<file path="src/adc_panel_settings.svh">
//////////////////////////////
// board panel build settings
// include where a macro is needed
//////////////////////////////
`ifndef ADC_PANEL_SETTINGS_SVH
`define ADC_PANEL_SETTINGS_SVH

// 7-bit address of the converter on the bus
`define ADC_DEV_ADDR 7'h48

// control byte selecting the converter input
`define ADC_CHANNEL 8'h01

// system clocks per quarter scl period
`define SCL_DIV 8

// idle clocks between stop and next start
`define POLL_GAP 200

// clocks a key level has to hold
`define DEBOUNCE_CYCLES 20

`define KEY_COUNT 2

// clocks per selected display digit
`define SCAN_CYCLES 50

`endif

</file>
<file path="src/key_debounce.sv">
//////////////////////////////
// button synchroniser and debouncer
// one pulse per accepted press
//////////////////////////////
`include "adc_panel_settings.svh"

module key_debounce (
	input  logic                  sys_clk,
	input  logic                  sys_rst_n,
	input  logic [`KEY_COUNT-1:0] key_in,
	output logic [`KEY_COUNT-1:0] key_press
);
	localparam int CNT_W = $clog2(`DEBOUNCE_CYCLES + 1);

	logic [`KEY_COUNT-1:0] sync_a;
	logic [`KEY_COUNT-1:0] sync_b;
	logic [`KEY_COUNT-1:0] level;
	logic [`KEY_COUNT-1:0] level_d;
	logic [CNT_W-1:0]      stable_cnt [`KEY_COUNT];

	// buttons idle high
	always_ff @(posedge sys_clk or negedge sys_rst_n) begin
		if (!sys_rst_n) begin
			sync_a <= '1;
			sync_b <= '1;
		end else begin
			sync_a <= key_in;
			sync_b <= sync_a;
		end
	end

	always_ff @(posedge sys_clk or negedge sys_rst_n) begin
		if (!sys_rst_n) begin
			level <= '1;
			for (int i = 0; i < `KEY_COUNT; i++) begin
				stable_cnt[i] <= '0;
			end
		end else begin
			for (int i = 0; i < `KEY_COUNT; i++) begin
				if (sync_b[i] == level[i]) begin
					stable_cnt[i] <= '0;
				end else if (stable_cnt[i] == CNT_W'(`DEBOUNCE_CYCLES - 1)) begin
					// new level held long enough
					level[i] <= sync_b[i];
					stable_cnt[i] <= '0;
				end else begin
					stable_cnt[i] <= stable_cnt[i] + 1'b1;
				end
			end
		end
	end

	// falling accepted level is a press
	always_ff @(posedge sys_clk or negedge sys_rst_n) begin
		if (!sys_rst_n) begin
			level_d <= '1;
			key_press <= '0;
		end else begin
			level_d <= level;
			key_press <= level_d & ~level;
		end
	end

	a_press_single: assert property (@(posedge sys_clk) disable iff (!sys_rst_n)
		(key_press & $past(key_press)) == '0);

endmodule

</file>
<file path="config.mk">
export PLATFORM = sky130hd
export DESIGN_NAME = key_debounce
export DESIGN_NICKNAME = d
export VERILOG_FILES = /design/src/key_debounce.sv
export VERILOG_INCLUDE_DIRS = /design/src
export SDC_FILE = /design/constraint.sdc
export NUM_CORES = 1
export LEC_CHECK = 0
export ABC_CLOCK_PERIOD_IN_PS = 1200
export BUFFER_PORTS_ARGS = -buffer_cell sky130_fd_sc_hd__buf_2
export CORE_UTILIZATION = 49
export DETAILED_ROUTE_END_ITERATION = 6
export PLACE_DENSITY = 0.79
export SETUP_SLACK_MARGIN = 0.5
export SLEW_MARGIN = 20
export SYNTH_ARGS = -nofsm -noshare
export SYNTH_HDL_FRONTEND = slang
export SYNTH_SLANG_ARGS = --single-unit
</file>
<file path="constraint.sdc">
create_clock -name sys_clk -period 1.2 [get_ports sys_clk]
set_clock_uncertainty 0.2 [all_clocks]
set_input_delay 0.24 -clock sys_clk [delete_from_list [all_inputs] [get_ports sys_clk]]
set_output_delay 0.24 -clock sys_clk [all_outputs]
set_load 0.02 [all_outputs]
</file>
======== Word-level counts from Yosys, hierarchy flattened ========
Cells that the tools add are included.
word-level totals
  flip-flop bits (word level) ............. 20
  bits of input ports ..................... 4
  output and inout bits ................... 2
  logic and storage cells ................. 24
operators by class
  $add $sub $neg .......................... 2
  equal/unequal tests ..................... 4
  mux-type cells .......................... 4
  bitwise gates (word level) .............. 4
  reduce and logical (&&, ||, !) cells .... 2
operators with widths
  operator               number
  $mux W5                4
  $add A5 B1 Y5 const B  2
  $eq A5 B5 Y1 const B   2
  $reduce_and A2 Y1      2
  $and A2 B2 Y2          1
  $eq A1 B1 Y1           2
  $not A1 Y1             2
  $not A2 Y2             1

======== Logic depth before layout (Yosys ltp) ========
  word-level depth ........................ 3
  depth in mapped cells ................... 4
  depth with buffers taken out ............ 4

======== Least setup slack after synthesis ========
No wires, ideal clock.
  path kind ............................... reg2reg
  start ................................... register stable_cnt[5] (netlist name)
  end ..................................... register level[0]
  setup time .............................. 82 ps
  arrival ................................. 1086 ps
  slack ................................... -168 ps
  cell stages (with the launch flop) ...... 5
  path buffers ............................ 0
  clock period less this slack ............ 1368 ps
  cells stage by stage .................... dfrtp_1 ha_1 nand2_1 nor3_1 mux2_2
between the ends
  longest elaborated chain between the ends .. 2
ends and longest elaborated chain
  element                           RTL line            source
  start: declaration                key_debounce.sv:19  logic [CNT_W-1:0] stable_cnt [`KEY_COUNT];
  start signal: indexed assignment  key_debounce.sv:47  stable_cnt[i] <= stable_cnt[i] + 1'b1;
  $eq A5 B5 Y1                      key_debounce.sv:42  end else if (stable_cnt[i] == CNT_W'(`DEBOUNCE_CYCLES - 1)) begin
  $reduce_and A2 Y1 (no line)       --
  end signal: indexed assignment    key_debounce.sv:44  level[i] <= sync_b[i];
  end: declaration                  key_debounce.sv:17  logic [`KEY_COUNT-1:0] level;
No other way between the ends.
A chain may end at the register's enable or synchronous reset.

======== Worst setup path after layout ========
  start ................................... register stable_cnt[1] (netlist name)
  end ..................................... register level[1]
Same word-level chain as after synthesis.

==> impl_results.md <==
* Status: complete, but fails checks
* Failing checks: hold timing, setup timing
* PwrDens at 1053 nW/µm²
* Area Growth Syn to Fin at 48.25%
* FMAX at 739.5 MHz
* Slew Limit Fails at 0
* Antenna-violating nets left at 0
* Commonest cells after routing, fill and taps aside: dfrtp_1 (12), buf_4 (11), dfstp_2 (8), buf_6 (8), nor2_1 (4)
* IO Pins at 6
* Seq/Total Area, Yosys at 67.89%
* CP top delay family: flip-flops
* CP cell instances: ha_2 -> nand2_2 -> nor3_2 -> mux2_4
* Area post-placement at just over 900 µm²
* Tcrit/Tclk final at 112.7%
* Largest net degree at the start of global routing at 21
* Core area at 1366 µm²
* Syn Nets at 61
* Setup TNS at -1523 ps
* Total GRT Usage at around 17%
* CTS buffer count at 3
* Commonest non-fill, non-tap cell in the layout: dfrtp_1
* Placement Setup Slack at -136.7 ps
* Synth area leaders: dfrtp_1 (40%), dfstp_2 (28%), xor2_1 (5.8%)
* Residual DRC at 0
* Worst-path maximum fanout at 2
* Initial DRC Count at 1
* Synth area leader: dfrtp_1
* Worst setup EP type: flip-flop
* Register bit total from synthesis at 20
* Final setup fails at 14
* Die ar. at ~1700 µm²
* Relative slew slack at 72.96%
* Worst Setup Start Kind: flip-flop
* WS Path Type: flip-flop to flip-flop
* Final WS setup at -152.2 ps
* Via density at roughly 4.9
* RSZ-0062 raised after global routing: true
* Final hold violation count at 22
* CTS tree: built
* CP arrival at 1380 ps
* Critical path buffers and inverters at 0
* DR WL/cell at 13.70 µm
* Clk_lat worst skew at 290 ps
* Reg clk slew, reported paths at 110 ps
* Initial antenna violation count at 0
* Area share of the leading cell type in the synthesized netlist at 39.93%
* CP required at 1230 ps
* HPWL after DPL at 794.9 µm
* H-tree Lvls at 1
* N_diodes at 0
* WHS at -339.6 ps
* Starting Density at between 50% and 60%
* CP max stage delay at approximately 370 ps
* Congestion Overflow GR at 0
* Global-route wire length before repair at 1.745 mm
* Clock Tree Buf Depth at 2
* Vias at about 470
* Fin nets at 88
* Peak supply drop at 994.3 µV
* Tmin final at about 1400 ps
* Synth Cell Area at 752.0 µm²
* Port buffer count at 5
* Total leakage power at 0.5128 nW
* Syn. warnings at 0
* 1st-pass router iterations at 2
* Fin area at 1115 µm²
* Overall Power at 1.173 mW
* Die W at 41.18 µm
* Final WL at 1.315 mm
* Number of global-route vias before repair at approximately 410
* MaxCap Viol Count at 0
* Worst Hold Class: input port to async pin
* Mean Syn Cell Area at around 14 µm²
* Die height at 41.18 µm
* Share of cells above drive strength 1 at 64.20%
* CTS Sinks at 20
* Root Buffer: clkbuf_4
* Mapped Cells at 55
* CP max stage cell: dfrtp_1
* Routability cong. at about 0.79
* Distinct cell type count after synthesis at 17
* Worst-Margin Slew at 405.6 ps
* Row Count at 13
[state kept, by name (all words and copies together), names as in the netlist]
signal and flops:
sync_a 2, stable_cnt 10, level_d 2, key_press 2, level 2, sync_b 2
[logic make-up (layout without fill, tap and decap cells)]
kind of cell | after synthesis | after routing | share of synthesized area, %
simple gates | 20 | 20 | 13.31
flops | 20 | 20 | 67.89
compound gates | 2 | 2 | 2.662
buf+inv | 1 | 27 | 0.4987
xor+xnor | 8 | 8 | 9.318
fa+ha+maj | 2 | 2 | 3.327
mux | 2 | 2 | 2.995
[final timing paths]
path / from / to / slack [ps] / depth (start not counted)
worst max register to register: stable_cnt[1] / level[1] / -150 / 4
worst min register to register: sync_a[0] / sync_b[0] / 160 / 0
worst min-delay path: sys_rst_n / key_press[1] / -340 / 1
min in group sys_clk: key_in[1] / sync_a[1] / -160 / 1
worst max-delay path: stable_cnt[1] / level[1] / -150 / 4
max in group asynchronous: sys_rst_n / sync_b[1] / 810 / 1
[layer usage]
metal | up-vias | track usage, % | share of wire, %
met5 | - | 0 | 0
met4 | 0 | 12.10 | 1.1
met3 | 2 | 8.152 | 2.2
met2 | 6 | 21.48 | 50
met1 | 232 | 23.53 | 47
li1 | 229 | - | -
[what timing repair did]
| action | 4_1_cts | 5_1_grt |
|---|---|---|
| resized for setup | 7 | 19 |
| pin swaps | 5 | 7 |
| setup buffers | 1 | 4 |
| endpoints found under the setup margin | 20 | 20 |
| endpoints found under the hold margin | 22 | 14 |
[synthesized netlist by cell type]
| library cell | instances |
|---|---|
| nand2_2 | 1 |
| o31ai_1 | 1 |
| dfrtp_1 | 12 |
| nand3_1 | 4 |
| nor3_2 | 1 |
| dfstp_2 | 8 |
| and2_1 | 2 |
| ha_1 | 2 |
| xnor2_1 | 3 |
| nor2_1 | 8 |
| mux2_2 | 2 |
| o31ai_2 | 1 |
| xor2_1 | 5 |
| nor3_1 | 1 |
| inv_1 | 1 |
| nor2b_1 | 2 |
| nand2_1 | 1 |
[worst reg2reg max path, cell delays in order (launching register included)]
cell and delay (ps):
dfrtp_1 370, ha_2 190, nand2_2 80, nor3_2 140, mux2_4 310
[power breakdown]
group | internal [mW] | switching, mW | total, mW
logic | 0.0705 | 0.0559 | 0.126
clock network | 0.129 | 0.188 | 0.317
registers | 0.703 | 0.0270 | 0.730
[cell type report]
cell class / instances / area, µm²
inverters: 1 / 3.754
well taps: 15 / 18.77
multi-input cells: 34 / 367.9
clock buffers: 4 / 26.28
flip-flops and latches: 20 / 510.5
fillers: 74 / 251.5
repair buffers: 22 / 187.7
[through the flow]
step	std cells	utilization, %
after floorplan	55	-
after global placement	87	67.22
after detailed placement	87	67.22
after CTS	92	71.25
after global routing	96	81.59
final	96	81.59
Note: power is estimated with default switching activity, not from simulation.
