===== src/adc_panel_settings.svh =====
//////////////////////////////
// board panel build settings
// include where a macro is needed
//////////////////////////////
`ifndef ADC_PANEL_SETTINGS_SVH
`define ADC_PANEL_SETTINGS_SVH

// 7-bit address of the converter on the bus
`define ADC_DEV_ADDR 7'h48

// control byte selecting the converter input
`define ADC_CHANNEL 8'h01

// system clocks per quarter scl period
`define SCL_DIV 8

// idle clocks between stop and next start
`define POLL_GAP 200

// clocks a key level has to hold
`define DEBOUNCE_CYCLES 20

`define KEY_COUNT 2

// clocks per selected display digit
`define SCAN_CYCLES 50

`endif


===== src/panel_pkg.sv =====
//////////////////////////////
// types of the display side
//////////////////////////////
package panel_pkg;

	typedef enum logic {
		mode_dec,
		mode_hex
	} disp_mode_t;

	// 0 to 15 are the hex digits, the rest are special glyphs
	typedef enum logic [4:0] {
		glyph_0 = 5'd0,
		glyph_1 = 5'd1,
		glyph_2 = 5'd2,
		glyph_3 = 5'd3,
		glyph_4 = 5'd4,
		glyph_5 = 5'd5,
		glyph_6 = 5'd6,
		glyph_7 = 5'd7,
		glyph_8 = 5'd8,
		glyph_9 = 5'd9,
		glyph_a = 5'd10,
		glyph_b = 5'd11,
		glyph_c = 5'd12,
		glyph_d = 5'd13,
		glyph_e = 5'd14,
		glyph_f = 5'd15,
		glyph_blank = 5'd16,
		glyph_let_d = 5'd17,
		glyph_let_h = 5'd18
	} glyph_t;

endpackage


===== src/display_formatter.sv =====
//////////////////////////////
// sample, mode and hold to eight glyph codes
// digit 7 carries the mode letter
//////////////////////////////
`include "adc_panel_settings.svh"

module display_formatter (
	input  logic                  sys_clk,
	input  logic                  sys_rst_n,
	input  logic [7:0]            sample,
	input  logic                  sample_vld,
	input  logic [`KEY_COUNT-1:0] key_press,
	output logic [7:0]            led,
	output logic [39:0]           glyphs
);
	import panel_pkg::*;

	logic [7:0]  latest;
	logic        latest_vld;
	logic [7:0]  shown;
	logic        shown_vld;
	disp_mode_t  mode;
	logic        hold;
	logic [11:0] bcd;
	glyph_t      digit [8];

	// double dabble, hundreds never exceed 2
	function automatic logic [11:0] to_bcd(input logic [7:0] bin);
		logic [19:0] work;
		work = {12'd0, bin};
		for (int i = 0; i < 8; i++) begin
			if (work[11:8] > 4'd4) begin
				work[11:8] = work[11:8] + 4'd3;
			end
			if (work[15:12] > 4'd4) begin
				work[15:12] = work[15:12] + 4'd3;
			end
			work = work << 1;
		end
		return work[19:8];
	endfunction

	always_ff @(posedge sys_clk or negedge sys_rst_n) begin
		if (!sys_rst_n) begin
			latest <= 8'd0;
			latest_vld <= 1'b0;
			shown <= 8'd0;
			shown_vld <= 1'b0;
			mode <= mode_dec;
			hold <= 1'b0;
		end else begin
			if (sample_vld) begin
				latest <= sample;
				latest_vld <= 1'b1;
			end
			if (key_press[0]) begin
				mode <= (mode == mode_dec) ? mode_hex : mode_dec;
			end
			if (key_press[1]) begin
				hold <= !hold;
			end
			if (sample_vld && !hold) begin
				shown <= sample;
				shown_vld <= 1'b1;
			end else if (key_press[1] && hold) begin
				// leaving hold, catch up with the newest sample
				shown <= sample_vld ? sample : latest;
				shown_vld <= latest_vld | sample_vld;
			end
		end
	end

	assign led = latest;

	always_comb begin
		bcd = to_bcd(shown);
		for (int i = 0; i < 8; i++) begin
			digit[i] = glyph_blank;
		end
		if (mode == mode_dec) begin
			digit[7] = glyph_let_d;
			if (shown_vld) begin
				// units always shown, higher zeros blanked
				digit[0] = glyph_t'({1'b0, bcd[3:0]});
				if (bcd[11:4] != 8'd0) begin
					digit[1] = glyph_t'({1'b0, bcd[7:4]});
				end
				if (bcd[11:8] != 4'd0) begin
					digit[2] = glyph_t'({1'b0, bcd[11:8]});
				end
			end
		end else begin
			digit[7] = glyph_let_h;
			if (shown_vld) begin
				digit[1] = glyph_t'({1'b0, shown[7:4]});
				digit[0] = glyph_t'({1'b0, shown[3:0]});
			end
		end
		for (int i = 0; i < 8; i++) begin
			glyphs[5*i +: 5] = digit[i];
		end
	end

endmodule


===== config.mk =====
export PLATFORM = sky130hd
export DESIGN_NAME = display_formatter
export DESIGN_NICKNAME = d
export VERILOG_FILES = /design/src/panel_pkg.sv /design/src/display_formatter.sv
export VERILOG_INCLUDE_DIRS = /design/src
export SDC_FILE = /design/constraint.sdc
export NUM_CORES = 1
export LEC_CHECK = 0
export BUFFER_PORTS_ARGS = -buffer_cell sky130_fd_sc_hd__buf_2
export CORE_UTILIZATION = 56
export CTS_CLUSTER_SIZE = 28
export DETAILED_ROUTE_END_ITERATION = 6
export MAX_ROUTING_LAYER = met4
export PLACE_DENSITY = 0.91
export SETUP_SLACK_MARGIN = 0.3
export SLEW_MARGIN = 10
export SYNTH_ARGS = -nofsm -noshare
export SYNTH_HDL_FRONTEND = slang
export SYNTH_SLANG_ARGS = --single-unit

===== constraint.sdc =====
create_clock -name sys_clk -period 9.9 [get_ports sys_clk]
set_input_delay 2.97 -clock sys_clk [delete_from_list [all_inputs] [get_ports sys_clk]]
set_output_delay 2.97 -clock sys_clk [all_outputs]
set_load 0.02 [all_outputs]

# Yosys cells after proc, flatten, opt, wreduce, memory -nomap -nowiden
# Cells that the tools add are included.
dict set report op_classes {
  n_addsub 13
  n_mul 0
  n_div 0
  magnitude_cmp 13
  eq_ne 0
  shifts 0
  n_mux 26
  bitwise_logic 1
  n_reduce_logical 6
}
# operator n
set ops {}
lappend ops {{> comparator 4 x 3 -> 1 bit, second input constant} 11}
lappend ops {{adder 4 x 2 -> 4 bit, second input constant} 10}
lappend ops {{two-way mux 4 bit} 10}
lappend ops {{two-way mux 8 bit} 3}
lappend ops {{two-way mux 10 bit} 2}
lappend ops {{two-way mux 15 bit} 1}
lappend ops {{two-way mux 5 bit} 3}
lappend ops {{two-way mux 3 bit} 3}
lappend ops {{nonzero test 8 bit} 1}
lappend ops {{nonzero test 4 bit} 1}
lappend ops {{adder 1 x 2 -> 3 bit, both inputs constant} 1}
lappend ops {{adder 1 x 2 -> 3 bit, second input constant} 1}
lappend ops {{adder 3 x 2 -> 3 bit, second input constant} 1}
lappend ops {{> comparator 1 x 3 -> 1 bit, both inputs constant} 1}
lappend ops {{> comparator 1 x 3 -> 1 bit, second input constant} 1}
lappend ops {{two-way mux 1 bit} 3}
lappend ops {{logical AND 1 bit} 2}
lappend ops {{two-way mux 2 bit} 1}
lappend ops {{nonzero test 2 bit} 1}
lappend ops {{zero test 1 bit} 1}
lappend ops {{bitwise OR 1 bit} 1}
dict set report totals {
  reg_bits 20
  latch_bits 0
  ram_bits 0
  mem_bits_ro 0
  input_bits 13
  out_inout_bits 48
  elab_cells 65
  mem_count 0
}

# Logic depth before layout (Yosys ltp)
dict set report depth {
  word_depth 18
  ltp_mapped 21
  ltp_nobuf 19
}

# Least setup slack after synthesis
# Ideal clock, no wire load.
dict set report synth_timing {
  path_kind {reg-to-output}
  from {register shown[5]}
  to {output glyphs[10]}
  t_arrival_ns 4.114
  required_ns 6.930
  path_slack_ns 2.816
  stages_incl_launch_ff 22
  n_path_buf 2
  cell_sequence {dfrtp_1 inv_1 ha_1 inv_1 ha_1 buf_6 xor2_2 o221a_2 a21oi_4 buf_6 nand2_1 nand2_1 o21ai_0 ha_1 nand2_1 a2bb2o_1 a2111oi_2 a221oi_2 ha_1 nand2b_1 mux2_2 nor2_1}
}
dict set report synth_between {
  elab_chain_len 14
  word_cells_on_any_way 28
  cone_classes {add/sub (8); order compare (8); mux (11); reduce/logical (1)}
}
# element line_no
set synth_rtl {}
lappend synth_rtl {{start, declared} display_formatter.sv:20} ;# logic [7:0] shown;
lappend synth_rtl {{start signal, assigned} display_formatter.sv:63} ;# shown <= sample;
lappend synth_rtl {{start signal, assigned} display_formatter.sv:67} ;# shown <= sample_vld ? sample : latest;
lappend synth_rtl {{adder 4 x 2 -> 4 bit / > comparator 4 x 3 -> 1 bit (equally long branches)} {display_formatter.sv:33, display_formatter.sv:32}}
lappend synth_rtl {{two-way mux 4 bit (*)} display_formatter.sv:32} ;# if (work[11:8] > 4'd4) begin
lappend synth_rtl {{adder 4 x 2 -> 4 bit, or another cell as far along} display_formatter.sv:33} ;# work[11:8] = work[11:8] + 4'd3;
lappend synth_rtl {{two-way mux 4 bit, on equally long branches} {display_formatter.sv:32, display_formatter.sv:35}}
lappend synth_rtl {{adder 4 x 2 -> 4 bit, or another cell as far along} display_formatter.sv:33}
lappend synth_rtl {{two-way mux 4 bit, on equally long branches} {display_formatter.sv:32, display_formatter.sv:35}}
lappend synth_rtl {{adder 4 x 2 -> 4 bit, or another cell as far along} display_formatter.sv:33}
lappend synth_rtl {{two-way mux 4 bit, on equally long branches} {display_formatter.sv:32, display_formatter.sv:35}}
lappend synth_rtl {{adder 4 x 2 -> 4 bit / > comparator 4 x 3 -> 1 bit (equally long branches)} {display_formatter.sv:36, display_formatter.sv:35}}
lappend synth_rtl {{two-way mux 4 bit} display_formatter.sv:35} ;# if (work[15:12] > 4'd4) begin
lappend synth_rtl {{nonzero test 4 bit} display_formatter.sv:88} ;# if (bcd[11:8] != 4'd0) begin
lappend synth_rtl {{two-way mux 5 bit (*)} display_formatter.sv:88}
lappend synth_rtl {{two-way mux 15 bit (*)} display_formatter.sv:82} ;# if (shown_vld) begin
lappend synth_rtl {{two-way mux 5 bit (*)} display_formatter.sv:80} ;# if (mode == mode_dec) begin
lappend synth_rtl {{end, declared} display_formatter.sv:14} ;# output logic [39:0] glyphs
# Every way passes the cells marked *; elsewhere a longest branch is shown, timed or not.

# Final worst setup path
dict set report layout_timing {
  from {register shown[5]}
  to {output glyphs[6]}
}
dict set report layout_between {
  elab_chain_len 14
  word_cells_on_any_way 32
  cone_classes {add/sub (9); order compare (9); mux (13); reduce/logical (1)}
}
# element line_no
set layout_rtl {}
lappend layout_rtl {{adder 4 x 2 -> 4 bit / > comparator 4 x 3 -> 1 bit (equally long branches)} {display_formatter.sv:33, display_formatter.sv:32}}
lappend layout_rtl {{two-way mux 4 bit} display_formatter.sv:32}
lappend layout_rtl {{adder 4 x 2 -> 4 bit, or another cell as far along} display_formatter.sv:33}
lappend layout_rtl {{two-way mux 4 bit, on equally long branches} {display_formatter.sv:32, display_formatter.sv:35}}
lappend layout_rtl {{adder 4 x 2 -> 4 bit, or another cell as far along} display_formatter.sv:33}
lappend layout_rtl {{two-way mux 4 bit, on equally long branches} {display_formatter.sv:32, display_formatter.sv:35}}
lappend layout_rtl {{adder 4 x 2 -> 4 bit, or another cell as far along} display_formatter.sv:33}
lappend layout_rtl {{two-way mux 4 bit, on equally long branches} {display_formatter.sv:32, display_formatter.sv:35}}
lappend layout_rtl {{adder 4 x 2 -> 4 bit, or another cell as far along} display_formatter.sv:36} ;# work[15:12] = work[15:12] + 4'd3;
lappend layout_rtl {{two-way mux 4 bit, on equally long branches} {display_formatter.sv:35, display_formatter.sv:32}}
lappend layout_rtl {{nonzero test 8 bit} display_formatter.sv:85} ;# if (bcd[11:4] != 8'd0) begin
lappend layout_rtl {{two-way mux 5 bit} display_formatter.sv:85}
lappend layout_rtl {{two-way mux 15 bit} display_formatter.sv:82}
lappend layout_rtl {{two-way mux 10 bit (*)} display_formatter.sv:80}
# Marked as above.

==> results by group <==
Logic synthesis
  – Top_reg_cell synth: dfrtp_1
  – Yosys reg bits: 20
  – Synth Area in Adders: 0.0610
  – Synth warnings: 0
  – Seq/Total Area, Yosys: 0.244
  – Number of synthesized flops with an enable pin: 0
  – Synth Area in XOR/XNOR: 0.0463
  – Synth top area cells: dfrtp_1 (24%), mux2_2 (10%), buf_4 (9.5%)
  – Post-synthesis mux area share: 0.109
  – Synth async-reset ratio: 1.00
  – Syn avg cell area: 9.04 um2
  – Post-Syn Area: between 0.002 and 0.0025 mm2
  – Main combinational cell family by area after synthesis: compound AO/OA/AOI/OAI gates
  – Post-Synth Simple-Gate Area: 0.185
  – Count of cell types in the netlist: 60
  – Cell count after synthesis: ~230
  – Compound-Gate Fraction of Synth Area: 0.210
  – Yosys top cell by area: dfrtp_1
  – Synth top area share: 0.244

Worst setup path
  – R2r worst-path depth: 2
  – Arr. time, crit path: 5.02 ns
  – Critical path class: reg2out
  – CP Launch Type: register
  – CP Max Fanout: 16
  – Crit path capture type: output pin
  – CP Data Required Time: 6.93 ns

Timing
  – Tcrit/Tclk final: 0.808
  – Worst slew pin tran: 0.733 ns
  – Setup TNS: 0 ns
  – Setup-failing EPs final: 0
  – Fmax: 125 MHz
  – Rel. slew slack: 0.507
  – Final Max Tran Viols: 0
  – Fin crit period: 7.99 ns
  – Worst Skew: ~0.0019 ns
  – Count of final hold-check violations: 0
  – RSZ-0062 raised after global routing: no

Placed design
  – Global placement routability congestion: approximately 0.83
  – Post-DP Area: 0.00212 mm2
  – Post-DP HPWL: around 3300 um
  – PortBufs: 35

Drt
  – First-pass DRT Iterations: 6
  – Via count: 1684
  – 1st-iter DRT viols: 62
  – DRC: 0
  – Vias per Instance: roughly 5.6
  – Routed wire length: 4500 um
  – Avg WL per Cell: 15.0 um
  – Routed Antenna Nets: 0

Global route
  – Pin count of the biggest net entering global routing: 21
  – Number of global-route vias before repair: 1629
  – Global Route Usage Sum: 0.239
  – Gr ovfl total: 0
  – Initial antenna violation count: 0
  – First-pass GRT wire length: 7290 um

CTS
  – Setup Fix Bufs, Post-CTS: 0
  – Skew-Pair Late Insertion Delay: 0.29 ns
  – CTS Buffer Depth: 2
  – CTS Buf Count: 3
  – CTS tree: done
  – H-tree depth: 1
  – CTS Root Cell: clkbuf_4
  – Cts repair resizes: 0
  – Clock sink total: 20
  – Clock slew at reported path FFs: 0.10 ns
  – Post-CTS Hold Buffers: 0

Min path
  – WHS Path Cells: 1
  – HP Class: reg2reg

Floorplan
  – Initial Util: 0.601
  – Core ar.: ~0.0034 mm2
  – Row count: 21
  – I/O Pins: 61
  – DIE WIDTH: 62.5 um
  – Die height: around 63 um
  – Die area: 0.00391 mm2

Layout
  – Fill count: 285
  – Fin area: 0.00215 mm2
  – Most frequent cells in the layout: buf_2 (35), conb_1 (25), nand2_1 (20), dfrtp_1 (20)
  – Most common cell after layout, fill and taps aside: buf_2
  – Share of post-route cells with drive strength above 1: 0.304
  – ANT cells: 0
  – Synth-to-layout area growth: 4.63%
  – Net count reported at finish: 278

Status
  – Status: completed

Run
  – Max-Cap Viols: 0
-- registers in the layout, summed over array words and instances, names as in the netlist --
| signal | count |
|---|---|
| led | 8 |
| shown | 8 |
| hold | 1 |
| latest_vld | 1 |
| shown_vld | 1 |
| mode | 1 |
-- layer usage --
layer | vias up | GRT usage | wire length (um)
met5 | - | - | 0
met4 | 0 | 0.105 | 106
met3 | 19 | 0.0274 | 234
met2 | 62 | 0.425 | 2330
met1 | 801 | 0.269 | 1830
li1 | 802 | - | -
-- Yosys cell counts (3+ instances only) --
cell type   n
o21ai_0     7
nand2b_1    4
and3_1      3
a21oi_1     8
o211a_1     3
nor2_1     19
a211oi_2    3
ha_1       10
mux2_2     19
or3_1       3
o21a_1      4
and2_1      3
dfrtp_1    20
buf_4      26
nor3_1      3
or2_1       3
clkbuf_1    5
nand2_1    20
inv_1      11
-- through the flow --
step                      instances  utilization  hold slack, ns  worst slack [ns]
after detailed placement        296        0.622           0.465              2.30
after CTS                       299        0.629           0.498              1.95
after floorplan                 250            -           0.420              2.82
final                           299        0.629           0.516              1.91
after global routing            299        0.629           0.526              1.50
after global placement          296        0.622           0.436              2.43
-- cell type report --
cell class / instances / area (um2) / area share
Multi-Input combinational cell: 184 / 1350 / 0.629
Sequential cell: 20 / 500 / 0.233
Timing Repair Buffer: 35 / 175 / 0.0816
Tap cell: 46 / 57.6 / 0.0268
Inverter: 11 / 41.3 / 0.0192
Clock buffer: 3 / 22.5 / 0.0105
-- path summary, 6_finish.rpt --
| kind | from | slack (ns) | end |
|---|---|---|---|
| worst min register to register | latest_vld | 0.52 | latest_vld |
| worst max register to register | hold | 8.61 | shown[0] |
| max in group asynchronous | sys_rst_n | 7.02 | shown[1] |
| worst max-delay path | shown[5] | 1.91 | glyphs[6] |
| min in group asynchronous | sys_rst_n | 2.59 | shown[0] |
| worst min-delay path | latest_vld | 0.52 | latest_vld |
-- kinds of logic after synthesis --
family / after synthesis
AO/OA/AOI/OAI: 52
XOR/XNOR: 7
adder cells (fa/ha/maj): 10
buffers and inverters: 46
flip-flops: 20
multiplexers: 20
other: 2
AND/OR/NAND/NOR: 70
-- critical path, cell delays in order (launching register included) --
cell       delay (ns)
dfrtp_1          0.47
inv_1            0.10
ha_1             0.24
inv_1            0.06
ha_1             0.32
xor2_2           0.28
o22ai_1          0.18
a21oi_4          0.47
nand2_1          0.13
nand2_1          0.09
o21ai_0          0.12
ha_1             0.30
nand2_1          0.11
a2bb2o_1         0.29
a2111oi_2        0.36
a221oi_2         0.13
ha_1             0.26
o21ai_0          0.29
xnor2_1          0.11
o211a_1          0.24
buf_2            0.16
Power is not shown: default switching activity piles up to over one toggle a cycle in this logic, so the estimate is an artifact.
