File: config.mk
export PLATFORM = sky130hd
export DESIGN_NAME = seg_scan
export DESIGN_NICKNAME = d
export VERILOG_FILES = /design/src/panel_pkg.sv /design/src/seg_scan.sv
export VERILOG_INCLUDE_DIRS = /design/src
export SDC_FILE = /design/constraint.sdc
export NUM_CORES = 1
export LEC_CHECK = 0
export BUFFER_PORTS_ARGS = -buffer_cell sky130_fd_sc_hd__buf_2
export CAP_MARGIN = 20
export CORE_MARGIN = 3
export CORE_UTILIZATION = 40
export CTS_CLUSTER_SIZE = 30
export DETAILED_ROUTE_END_ITERATION = 7
export GPL_TIMING_DRIVEN = 1
export PLACE_DENSITY = 0.65
export SLEW_MARGIN = 40
export SYNTH_ARGS = -nofsm -noshare
export SYNTH_HDL_FRONTEND = slang
export SYNTH_SLANG_ARGS = --single-unit
File: constraint.sdc
create_clock -name sys_clk -period 2.85 [get_ports sys_clk]
set_input_delay 0.1425 -clock sys_clk [delete_from_list [all_inputs] [get_ports sys_clk]]
set_output_delay 0.1425 -clock sys_clk [all_outputs]
set_load 0.1 [all_outputs]
File: src/adc_panel_settings.svh
//////////////////////////////
// board panel build settings
// include where a macro is needed
//////////////////////////////
`ifndef ADC_PANEL_SETTINGS_SVH
`define ADC_PANEL_SETTINGS_SVH

// 7-bit address of the converter on the bus
`define ADC_DEV_ADDR 7'h48

// control byte selecting the converter input
`define ADC_CHANNEL 8'h01

// system clocks per quarter scl period
`define SCL_DIV 8

// idle clocks between stop and next start
`define POLL_GAP 200

// clocks a key level has to hold
`define DEBOUNCE_CYCLES 20

`define KEY_COUNT 2

// clocks per selected display digit
`define SCAN_CYCLES 50

`endif

File: src/panel_pkg.sv
//////////////////////////////
// types of the display side
//////////////////////////////
package panel_pkg;

	typedef enum logic {
		mode_dec,
		mode_hex
	} disp_mode_t;

	// 0 to 15 are the hex digits, the rest are special glyphs
	typedef enum logic [4:0] {
		glyph_0 = 5'd0,
		glyph_1 = 5'd1,
		glyph_2 = 5'd2,
		glyph_3 = 5'd3,
		glyph_4 = 5'd4,
		glyph_5 = 5'd5,
		glyph_6 = 5'd6,
		glyph_7 = 5'd7,
		glyph_8 = 5'd8,
		glyph_9 = 5'd9,
		glyph_a = 5'd10,
		glyph_b = 5'd11,
		glyph_c = 5'd12,
		glyph_d = 5'd13,
		glyph_e = 5'd14,
		glyph_f = 5'd15,
		glyph_blank = 5'd16,
		glyph_let_d = 5'd17,
		glyph_let_h = 5'd18
	} glyph_t;

endpackage

File: src/seg_scan.sv
//////////////////////////////
// eight digit seven-segment scan driver
// active low segments and digit select
//////////////////////////////
`include "adc_panel_settings.svh"

module seg_scan (
	input  logic        sys_clk,
	input  logic        sys_rst_n,
	input  logic [39:0] glyphs,
	output logic [7:0]  seg_number,
	output logic [7:0]  seg_choice
);
	import panel_pkg::*;

	localparam int SCAN_W = $clog2(`SCAN_CYCLES + 1);

	logic [SCAN_W-1:0] scan_cnt;
	logic [2:0]        sel;
	glyph_t            cur_glyph;

	// bit order dp g f e d c b a, dp kept off
	function automatic logic [7:0] glyph_to_seg(input glyph_t g);
		case (g)
			glyph_0: return 8'hc0;
			glyph_1: return 8'hf9;
			glyph_2: return 8'ha4;
			glyph_3: return 8'hb0;
			glyph_4: return 8'h99;
			glyph_5: return 8'h92;
			glyph_6: return 8'h82;
			glyph_7: return 8'hf8;
			glyph_8: return 8'h80;
			glyph_9: return 8'h90;
			glyph_a: return 8'h88;
			glyph_b: return 8'h83;
			glyph_c: return 8'hc6;
			glyph_d: return 8'ha1;
			glyph_e: return 8'h86;
			glyph_f: return 8'h8e;
			glyph_let_d: return 8'ha1;
			glyph_let_h: return 8'h8b;
			default: return 8'hff;
		endcase
	endfunction

	always_ff @(posedge sys_clk or negedge sys_rst_n) begin
		if (!sys_rst_n) begin
			scan_cnt <= '0;
			sel <= 3'd0;
		end else if (scan_cnt == SCAN_W'(`SCAN_CYCLES - 1)) begin
			scan_cnt <= '0;
			sel <= sel + 1'b1;
		end else begin
			scan_cnt <= scan_cnt + 1'b1;
		end
	end

	assign cur_glyph = glyph_t'(glyphs[5*sel +: 5]);

	// segments and select registered together
	always_ff @(posedge sys_clk or negedge sys_rst_n) begin
		if (!sys_rst_n) begin
			seg_number <= 8'hff;
			seg_choice <= 8'hfe;
		end else begin
			seg_number <= glyph_to_seg(cur_glyph);
			seg_choice <= ~(8'd1 << sel);
		end
	end

	a_one_digit: assert property (@(posedge sys_clk) disable iff (!sys_rst_n)
		$onehot(~seg_choice));

endmodule

# Word-level counts from Yosys, hierarchy flattened
# Memory sizes are Yosys's and may differ from the RTL's. A register that Yosys moved wholly into a read port is not among the register bits.
# Index checks and enable logic that the tools add are counted.
# op_classes
n_bitwise,1
multipliers,1
n_eq_ne,1
n_mux,1
n_shift,2
n_reduce_logical,1
add_sub_neg,2
# ops
op,count
$shiftx 40x7->5,1
$not 8->8,1
$shl 1x3->8 const A,1
$add 6x1->6 const B,1
$eq 6x6->1 const B,1
$mul 3x3->6 const A,1
$mux 6,1
$add 3x1->3 const B,1
$logic_not 1->1,1
# totals
wordCells,14
memories,1
register_bits,25
romBits,224
# memory_table
memory,depth,width,rd,rd_clocked_by_memory_dff,wr,line,text
(name not given),32,7,1,1,0,seg_scan.sv:24,case (g)

# Longest topological paths before layout
# Gate-level depths: netlist (run 1).
# depth
word_depth,2
ltp_mapped,9

# Worst setup path before layout (run 1)
# No wires, ideal clock.
# synth_path
path_kind,register to register
start,reg sel[1]
end,reg seg_number[3]
arrival_time_ns,2.328
slack_ns,0.447
setup_ns,0.075
path_buffers,1
required_time_ns,2.775
path_stages_with_launch,9
synth_period_minus_slack_ns,2.403
cell_sequence,dfrtp_1 -> buf_2 -> mux4_2 -> mux2i_1 -> inv_1 -> ha_1 -> xnor2_1 -> and3_2 -> nor3_2
# synth_between
elab_chain_len,2
# synth_lines
element,line,text
from (decl),seg_scan.sv:19,logic [2:0] sel;
from (signal assigned),seg_scan.sv:53,sel <= sel + 1'b1;
$mul 3x3->6,seg_scan.sv:59,assign cur_glyph = glyph_t'(glyphs[5*sel +: 5]);
$shiftx 40x7->5,seg_scan.sv:59,
to (decl),seg_scan.sv:11,"output logic [7:0] seg_number,"
# No other way between the ends.
# A chain may end at the register's enable or synchronous reset.

# Worst setup path after layout (run 1)
# layout_path
start,reg sel[0]
end,reg seg_number[5]
# The elaborated chain is that of the path after synthesis.

==> metrics.csv, run 1 <==
stage;metric;value;unit
outcome;status;finished clean;
drt;initialDrtViolationCount;22;
floorplan;start_util;42.2;%
min_path;min_path_type;in -> async;
global_route;antenna_found_initial;0;
setup_path;cp_num_buf_inv;2;
global_route;grt_max_degree;25;
synthesis;synth.avg_cell_area;11.5;um2
drt;drc_errors;0;
cts;clk_pin_slew;0.09;ns
timing;fmax;423;MHz
global_route;use_met2;24.1;%
setup_path;critical_path.slowest_cell;mux4_1;
setup_path;crit_chain;mux4_1 -> mux2i_1 -> inv_1 -> ha_1 -> inv_1 -> nor2_1 -> a21oi_1 -> o221ai_1;
cts;clkLatencyLatePin;0.26;ns
drt;antenna_left;0;
setup_path;slowest_delay;0.56;ns
setup_path;crit_top_cell;inv_1;
synthesis;synth_async_sr_flop_share;100;%
setup_path;start_kind;flop;
finish;nets;253;
placed_design;pre_cts_slack;0.545;ns
cts;cts_tree;built;
synthesis;synthCells;137;
cts;cts_made_buffers;3;
synthesis;ys_seq_area_share;39.4;%
synthesis;ys_ff_latch;24;
finish;antenna_cells;0;
setup_path;criticalPathCategory;reg -> reg;
timing;skew;0.00160;ns
global_route;grt_pass1_wl;5240;um
setup_path;timing.critical_path.max_delay_family;multiplexers;
placed_design;hpwl;2570;um
power_and_ir_drop;peakVddDrop;0.000294;V
timing;rsz0062_at_grt;false;
global_route;grt_pass1_vias;1248;
drt;drtPass1Iterations;4;
timing;hold_viol_final;0;
drt;routed_via_density;5.01;
synthesis;synth_ff_type;dfstp_2;
drt;via_count;1223;
floorplan;die_w;68.6;um
synthesis;synth_edf_count;0;
floorplan;die_area;0.00471;mm2
global_route;grt_busiest_layer;met2;
finish;syn2layout_area_growth;25.8;%
cts;cts_resized;0;
finish;utilization;53.1;%
placed_design;place_congestion;0.786;
global_route;gr-usage-met3;2.76;%
floorplan;core;0.00372;mm2
setup_path;critPathMaxFanout;5;
power_and_ir_drop;static-leakage-power;0.934;nW
finish;final_cell_mix;56 x buf_2, 14 x nand2_1, 14 x ha_1, 14 x dfstp_2, 11 x nor2_1;
synthesis;yosys.cell_types.count;33;
synthesis;syn-num-nets;193;
timing;worst_pin_slew;0.564;ns
global_route;track_usage;14.6;%
cts;h-tree-depth;1;
flow_run;maxCapViolCount;0;
finish;drive_gt1_share;46.9;%
timing;setup_ws;0.487;ns
cts;cts_setup_buffers;0;
global_route;grt_overflow_total;0;
timing;setup_viol;0;
finish;mostFrequentLayoutCell;buf_2;
timing;fin_setup_tns;0;ns
global_route;grtUsageMet1;19.0;%
placed_design;port_buffers;56;
cts;cts_buffer_depth;2;
cts;clock_sinks;24;
cts;cts_root_buf;clkbuf_8;
synthesis;yosys_warnings;0;
floorplan;rows;22;
timing;max-slew-margin-rel;62.3;%
timing;finalCritPeriodShare;82.9;%
timing;period_needed;2.36;ns
power_and_ir_drop;power.density;426;mW/mm2
setup_path;crit_arrival;2.53;ns
synthesis;syn_area;0.00157;mm2
timing;maxSlewViolCount;0;
drt;wire_per_inst;12.8;um
setup_path;crit_path_end_kind;flop;
floorplan;dieHeight;68.6;um
cts;holdBufCountCts;1;
drt;wirelength;3130;um
floorplan;num_io_pins;58;
setup_path;critical_path_required;3.02;ns
==> worst reg2reg max path: stages, from the launching register on <==
cell and delay, ns:
dfrtp_1 0.41, mux4_1 0.56, mux2i_1 0.44, inv_1 0.19
ha_1 0.24, inv_1 0.06, nor2_1 0.06, a21oi_1 0.16
o221ai_1 0.14
==> path summary, 6_finish.rpt <==
kind | from | to | slack (ns) | depth (start not counted)
max in group asynchronous | sys_rst_n | seg_choice[1] | 2.11 | 2
worst min register to register | scan_cnt[0] | scan_cnt[0] | 0.51 | 1
worst min-delay path | sys_rst_n | scan_cnt[5] | 0.38 | 2
worst max-delay path | sel[0] | seg_number[5] | 0.49 | 8
worst max register to register | sel[0] | seg_number[5] | 0.49 | 8
min in group sys_clk | glyphs[24] | seg_number[0] | 0.50 | 4
==> cells in the mapped netlist, drive strengths merged (3+ instances only) <==
master	count	area (um2)
o21ai	7	35.0
buf	5	42.5
mux4	10	240
nand3	4	20.0
nor3	3	20.0
inv	11	41.3
o221ai	3	26.3
a21oi	6	30.0
mux2i	6	72.6
dfstp	14	368
ha	14	175
nand2	14	52.6
dfrtp	10	250
xnor2	4	35.0
nor2	12	47.6
==> flip-flops by register name, summed over array words and instances, names as in the netlist <==
name and flops:
seg_choice 8, scan_cnt 6, sel 3, seg_number 7
==> cells by family (layout without fill, tap and decap cells) <==
| group | Yosys count | after routing | share of synthesized area, % |
|---|---|---|---|
| multiplexers | 17 | 17 | 20.9 |
| flip-flops | 24 | 24 | 39.4 |
| buffers and inverters | 17 | 76 | 5.58 |
| XOR/XNOR | 6 | 6 | 3.35 |
| other | 1 | 1 | 0.239 |
| adder cells (fa/ha/maj) | 14 | 14 | 11.2 |
| AND/OR/NAND/NOR | 38 | 38 | 11.2 |
| AO/OA/AOI/OAI | 20 | 20 | 8.13 |
==> per-layer routing <==
| layer | up-vias | share of wire, % |
|---|---|---|
| met1 | 557 | 43 |
| li1 | 595 | - |
| met2 | 62 | 45 |
| met5 | - | 0 |
| met3 | 9 | 8.6 |
| met4 | 0 | 2.6 |
==> layout make-up <==
class	count	area, um2
clock inverters	1	30.0
well taps	48	60.1
flip-flops and latches	24	618
fillers	345	1740
clock buffers	3	41.3
multi-input cells	96	863
repair buffers	61	320
inverters	11	41.3
==> per-stage QoR <==
step,std cells,power (mW),hold slack (ns),area (um2)
2_1_floorplan,137,0.503,-0.153,1570
3_3_place_gp,239,0.548,0.141,1890
3_5_place_dp,239,0.552,0.150,1890
4_1_cts,244,0.845,0.401,1970
5_1_grt,244,0.872,0.441,1970
6_report,244,0.841,0.384,1970
==> power by group <==
| part | internal (mW) | leakage (nW) | switching, mW |
|---|---|---|---|
| Sequential | 0.357 | 0.274 | 0.00177 |
| Clock | 0.187 | 0.0357 | 0.107 |
| Combinational | 0.0577 | 0.625 | 0.129 |
| Total | 0.602 | 0.934 | 0.238 |
No activity file was read; power rests on OpenSTA's default activity.
==> run 2: changes to the inputs <==
--- a/config.mk
+++ b/config.mk
@@ -13,7 +13,7 @@
 export CTS_CLUSTER_SIZE = 30
 export DETAILED_ROUTE_END_ITERATION = 7
 export GPL_TIMING_DRIVEN = 1
-export PLACE_DENSITY = 0.65
+export PLACE_DENSITY = 0.68
 export SLEW_MARGIN = 40
 export SYNTH_ARGS = -nofsm -noshare
 export SYNTH_HDL_FRONTEND = slang
==> constraint.sdc (replaced) <==
create_clock -name sys_clk -period 1.91 [get_ports sys_clk]
set_input_delay 0.0955 -clock sys_clk [delete_from_list [all_inputs] [get_ports sys_clk]]
set_output_delay 0.0955 -clock sys_clk [all_outputs]
set_load 0.1 [all_outputs]
==> run 2 against run 1 <==
The flow now finishes with violations (negative setup slack). Critical path depth down 1. Worst setup slack worse by 0.61 ns. Clock-buffer cell count unchanged. Global-route usage up 3.0 points. Fmax up 17%. Worst hold slack worse by 0.052 ns. Combinational power up 89%. Core utilization up 9.6 points. Wire length up 22%. Final cell count up 9.4%. Critical endpoint is now seg_number[3]. Largest power group unchanged. Highest routed layer unchanged.
==> metrics.csv, run 2 (synthesis gave the netlist of run 1 again) <==
stage;metric;value;unit;change
global_route;track_usage;17.6;%;was 14.6%
finish;top_register;seg_choice;;unchanged
finish;final_cell_mix;56 x buf_2, 17 x buf_4, 14 x dfstp_2;;was 56 x buf_2, 14 x nand2_1, 14 x ha_1, 14 x dfstp_2, 11 x nor2_1
floorplan;die_w;68.6;um;unchanged
placed_design;pre_cts_slack;-0.170;ns;was 0.545 ns
setup_path;crit_chain;mux4_2 -> mux2i_4 -> buf_6 -> ha_4 -> xnor2_2 -> and3_4 -> nor3_2;;was mux4_1 -> mux2i_1 -> inv_1 -> ha_1 -> inv_1 -> nor2_1 -> a21oi_1 -> o221ai_1
floorplan;die_area;0.00471;mm2;unchanged
power_and_ir_drop;peakVddDrop;0.000283;V;was 0.000294 V
timing;finalCritPeriodShare;106;%;was 82.9%
timing;fin_setup_tns;-0.469;ns;was 0 ns
drt;initialDrtViolationCount;25;;was 22
timing;skew;0.00373;ns;was 0.00160 ns
power_and_ir_drop;switching_share;29.0;%;was 28.3%
finish;mostFrequentLayoutCell;buf_2;;unchanged
placed_design;place_congestion;0.836;;was 0.786
cts;clkLatencyLatePin;0.26;ns;about the same
outcome;violations;negative setup slack;;
timing;fmax;493;MHz;was 423 MHz
timing;hold_viol_final;0;;unchanged
floorplan;dieHeight;68.6;um;unchanged
drt;wire_per_inst;14.3;um;was 12.8 um
placed_design;port_buffers;56;;unchanged
power_and_ir_drop;power.density;569;mW/mm2;was 426 mW/mm2
flow_run;maxCapViolCount;0;;unchanged
finish;nets;276;;was 253
global_route;grt_pass1_vias;1372;;was 1248
power_and_ir_drop;static-leakage-power;1.04;nW;was 0.934 nW
drt;drc_errors;0;;unchanged
finish;reg_top3;seg_choice: 8 flops, seg_number: 7 flops, scan_cnt: 6 flops;;unchanged
setup_path;start_kind;flop;;unchanged
timing;setup_ws;-0.119;ns;was 0.487 ns
floorplan;start_util;42.2;%;unchanged
drt;wirelength;3810;um;was 3130 um
timing;worst_pin_slew;0.512;ns;was 0.564 ns
setup_path;critical_path_required;2.10;ns;was 3.02 ns
cts;clock_sinks;24;;unchanged
setup_path;slowest_delay;0.55;ns;was 0.56 ns
timing;setup_viol;7;;was 0
power_and_ir_drop;switchingPower;0.384;mW;was 0.238 mW
timing;period_needed;2.03;ns;was 2.36 ns
timing;rsz0062_at_grt;true;;was false
power_and_ir_drop;power;1.33;mW;was 0.841 mW
power_and_ir_drop;clockPowerShare;33.1;%;was 35.1%
global_route;antenna_found_initial;0;;unchanged
floorplan;rows;22;;unchanged
placed_design;hpwl;2810;um;was 2570 um
finish;antenna_cells;0;;unchanged
setup_path;crit_path_end_kind;flop;;unchanged
floorplan;core;0.00372;mm2;unchanged
setup_path;critical_path.slowest_cell;mux4_2;;was mux4_1
cts;clk_pin_slew;0.08;ns;was 0.09 ns
cts;cts_buffer_depth;2;;unchanged
finish;syn2layout_area_growth;48.6;%;was 25.8%
setup_path;critPathMaxFanout;6;;was 5
setup_path;criticalPathCategory;reg -> reg;;unchanged
power_and_ir_drop;p_seq_share;40.4;%;was 42.7%
floorplan;num_io_pins;58;;unchanged
min_path;min_path_type;in -> async;;unchanged
cts;cts_tree;built;;unchanged
drt;drtPass1Iterations;4;;unchanged
cts;h-tree-depth;1;;unchanged
outcome;status;finished with violations;;was finished clean
drt;antenna_left;0;;unchanged
timing;maxSlewViolCount;0;;unchanged
finish;drive_gt1_share;65.3;%;was 46.9%
power_and_ir_drop;internal-power;0.943;mW;was 0.602 mW
drt;via_count;1349;;was 1223
cts;cts_made_buffers;3;;unchanged
global_route;grt_overflow_total;0;;unchanged
global_route;grt_pass1_wl;6170;um;was 5240 um
cts;cts_root_buf;clkbuf_8;;unchanged
drt;routed_via_density;5.05;;was 5.01
power_and_ir_drop;p_comb_share;26.6;%;was 22.2%
timing;max-slew-margin-rel;65.9;%;was 62.3%
global_route;grt_max_degree;25;;unchanged
setup_path;crit_arrival;2.22;ns;was 2.53 ns
finish;largest_register_ff_count;8;;unchanged
## run 2: cell types whose count changed in the layout (fill, tap and decap cells not counted), sizes merged
cell,change
buf,+23
## run 2: per-layer routing
layer	vias to the layer above	track usage, %	wire (um)
met5	-	0	0
met2	62	31.6	1950
li1	642	-	-
met3	6	2.76	276
met4	0	5.21	59
met1	639	21.5	1520
## run 2: repair_timing
action,CTS,global route
endpoints found under the hold margin,10,0
resized for setup,25,13
buffers inserted,7,1
setup endpoints to repair,7,7
gates cloned,0,0
hold buffers,1,0
pin swaps,9,8
## run 2: final timing paths
check                                  from            end  slack [ns]  depth (start not counted)
worst min-delay path              sys_rst_n    scan_cnt[0]        0.33                          2
worst min register to register  scan_cnt[0]    scan_cnt[0]        0.50                          1
min in group sys_clk             glyphs[19]  seg_number[2]        0.48                          5
worst max register to register       sel[0]  seg_number[3]       -0.12                          7
worst max-delay path                 sel[0]  seg_number[3]       -0.12                          7
max in group asynchronous         sys_rst_n         sel[0]        1.21                          2
## run 2: layout make-up
class                           instances  area (um2)
Sequential cell                        24         621
Fill cell                             298        1380
Tap cell                               48        60.1
Timing Repair Buffer                   84         539
Multi-Input combinational cell         96        1000
Inverter                               11        41.3
Clock buffer                            3        41.3
Clock inverter                          1        30.0
## run 2: worst max-delay path, delay by kind of cell, from the launching register on
kind                       cells  cell delay [ns]
DFF                            1             0.46
buffers and inverters          1             0.14
muxes                          2             0.79
and+or+nand+nor                2             0.31
xor gates and xnor gates       1             0.08
adders and majority gates      1             0.18
## run 2: power by group through the flow
stage	registers, mW	clock network (mW)	logic [mW]
2_1_floorplan	0.658	0	0.102
3_3_place_gp	0.545	0	0.299
3_5_place_dp	0.545	0	0.304
4_1_cts	0.536	0.447	0.335
5_1_grt	0.537	0.471	0.376
6_report	0.536	0.439	0.353
## run 2: stage by stage
| stage | utilization (%) | hold WS [ns] | cells | area, um2 |
|---|---|---|---|---|
| 2_1_floorplan | - | -0.200 | 137 | 1610 |
| 3_3_place_gp | 55.2 | 0.0909 | 254 | 2050 |
| 3_5_place_dp | 55.2 | 0.106 | 254 | 2050 |
| 4_1_cts | 61.3 | 0.351 | 266 | 2280 |
| 5_1_grt | 62.8 | 0.390 | 267 | 2330 |
| 6_report | 62.8 | 0.331 | 267 | 2330 |
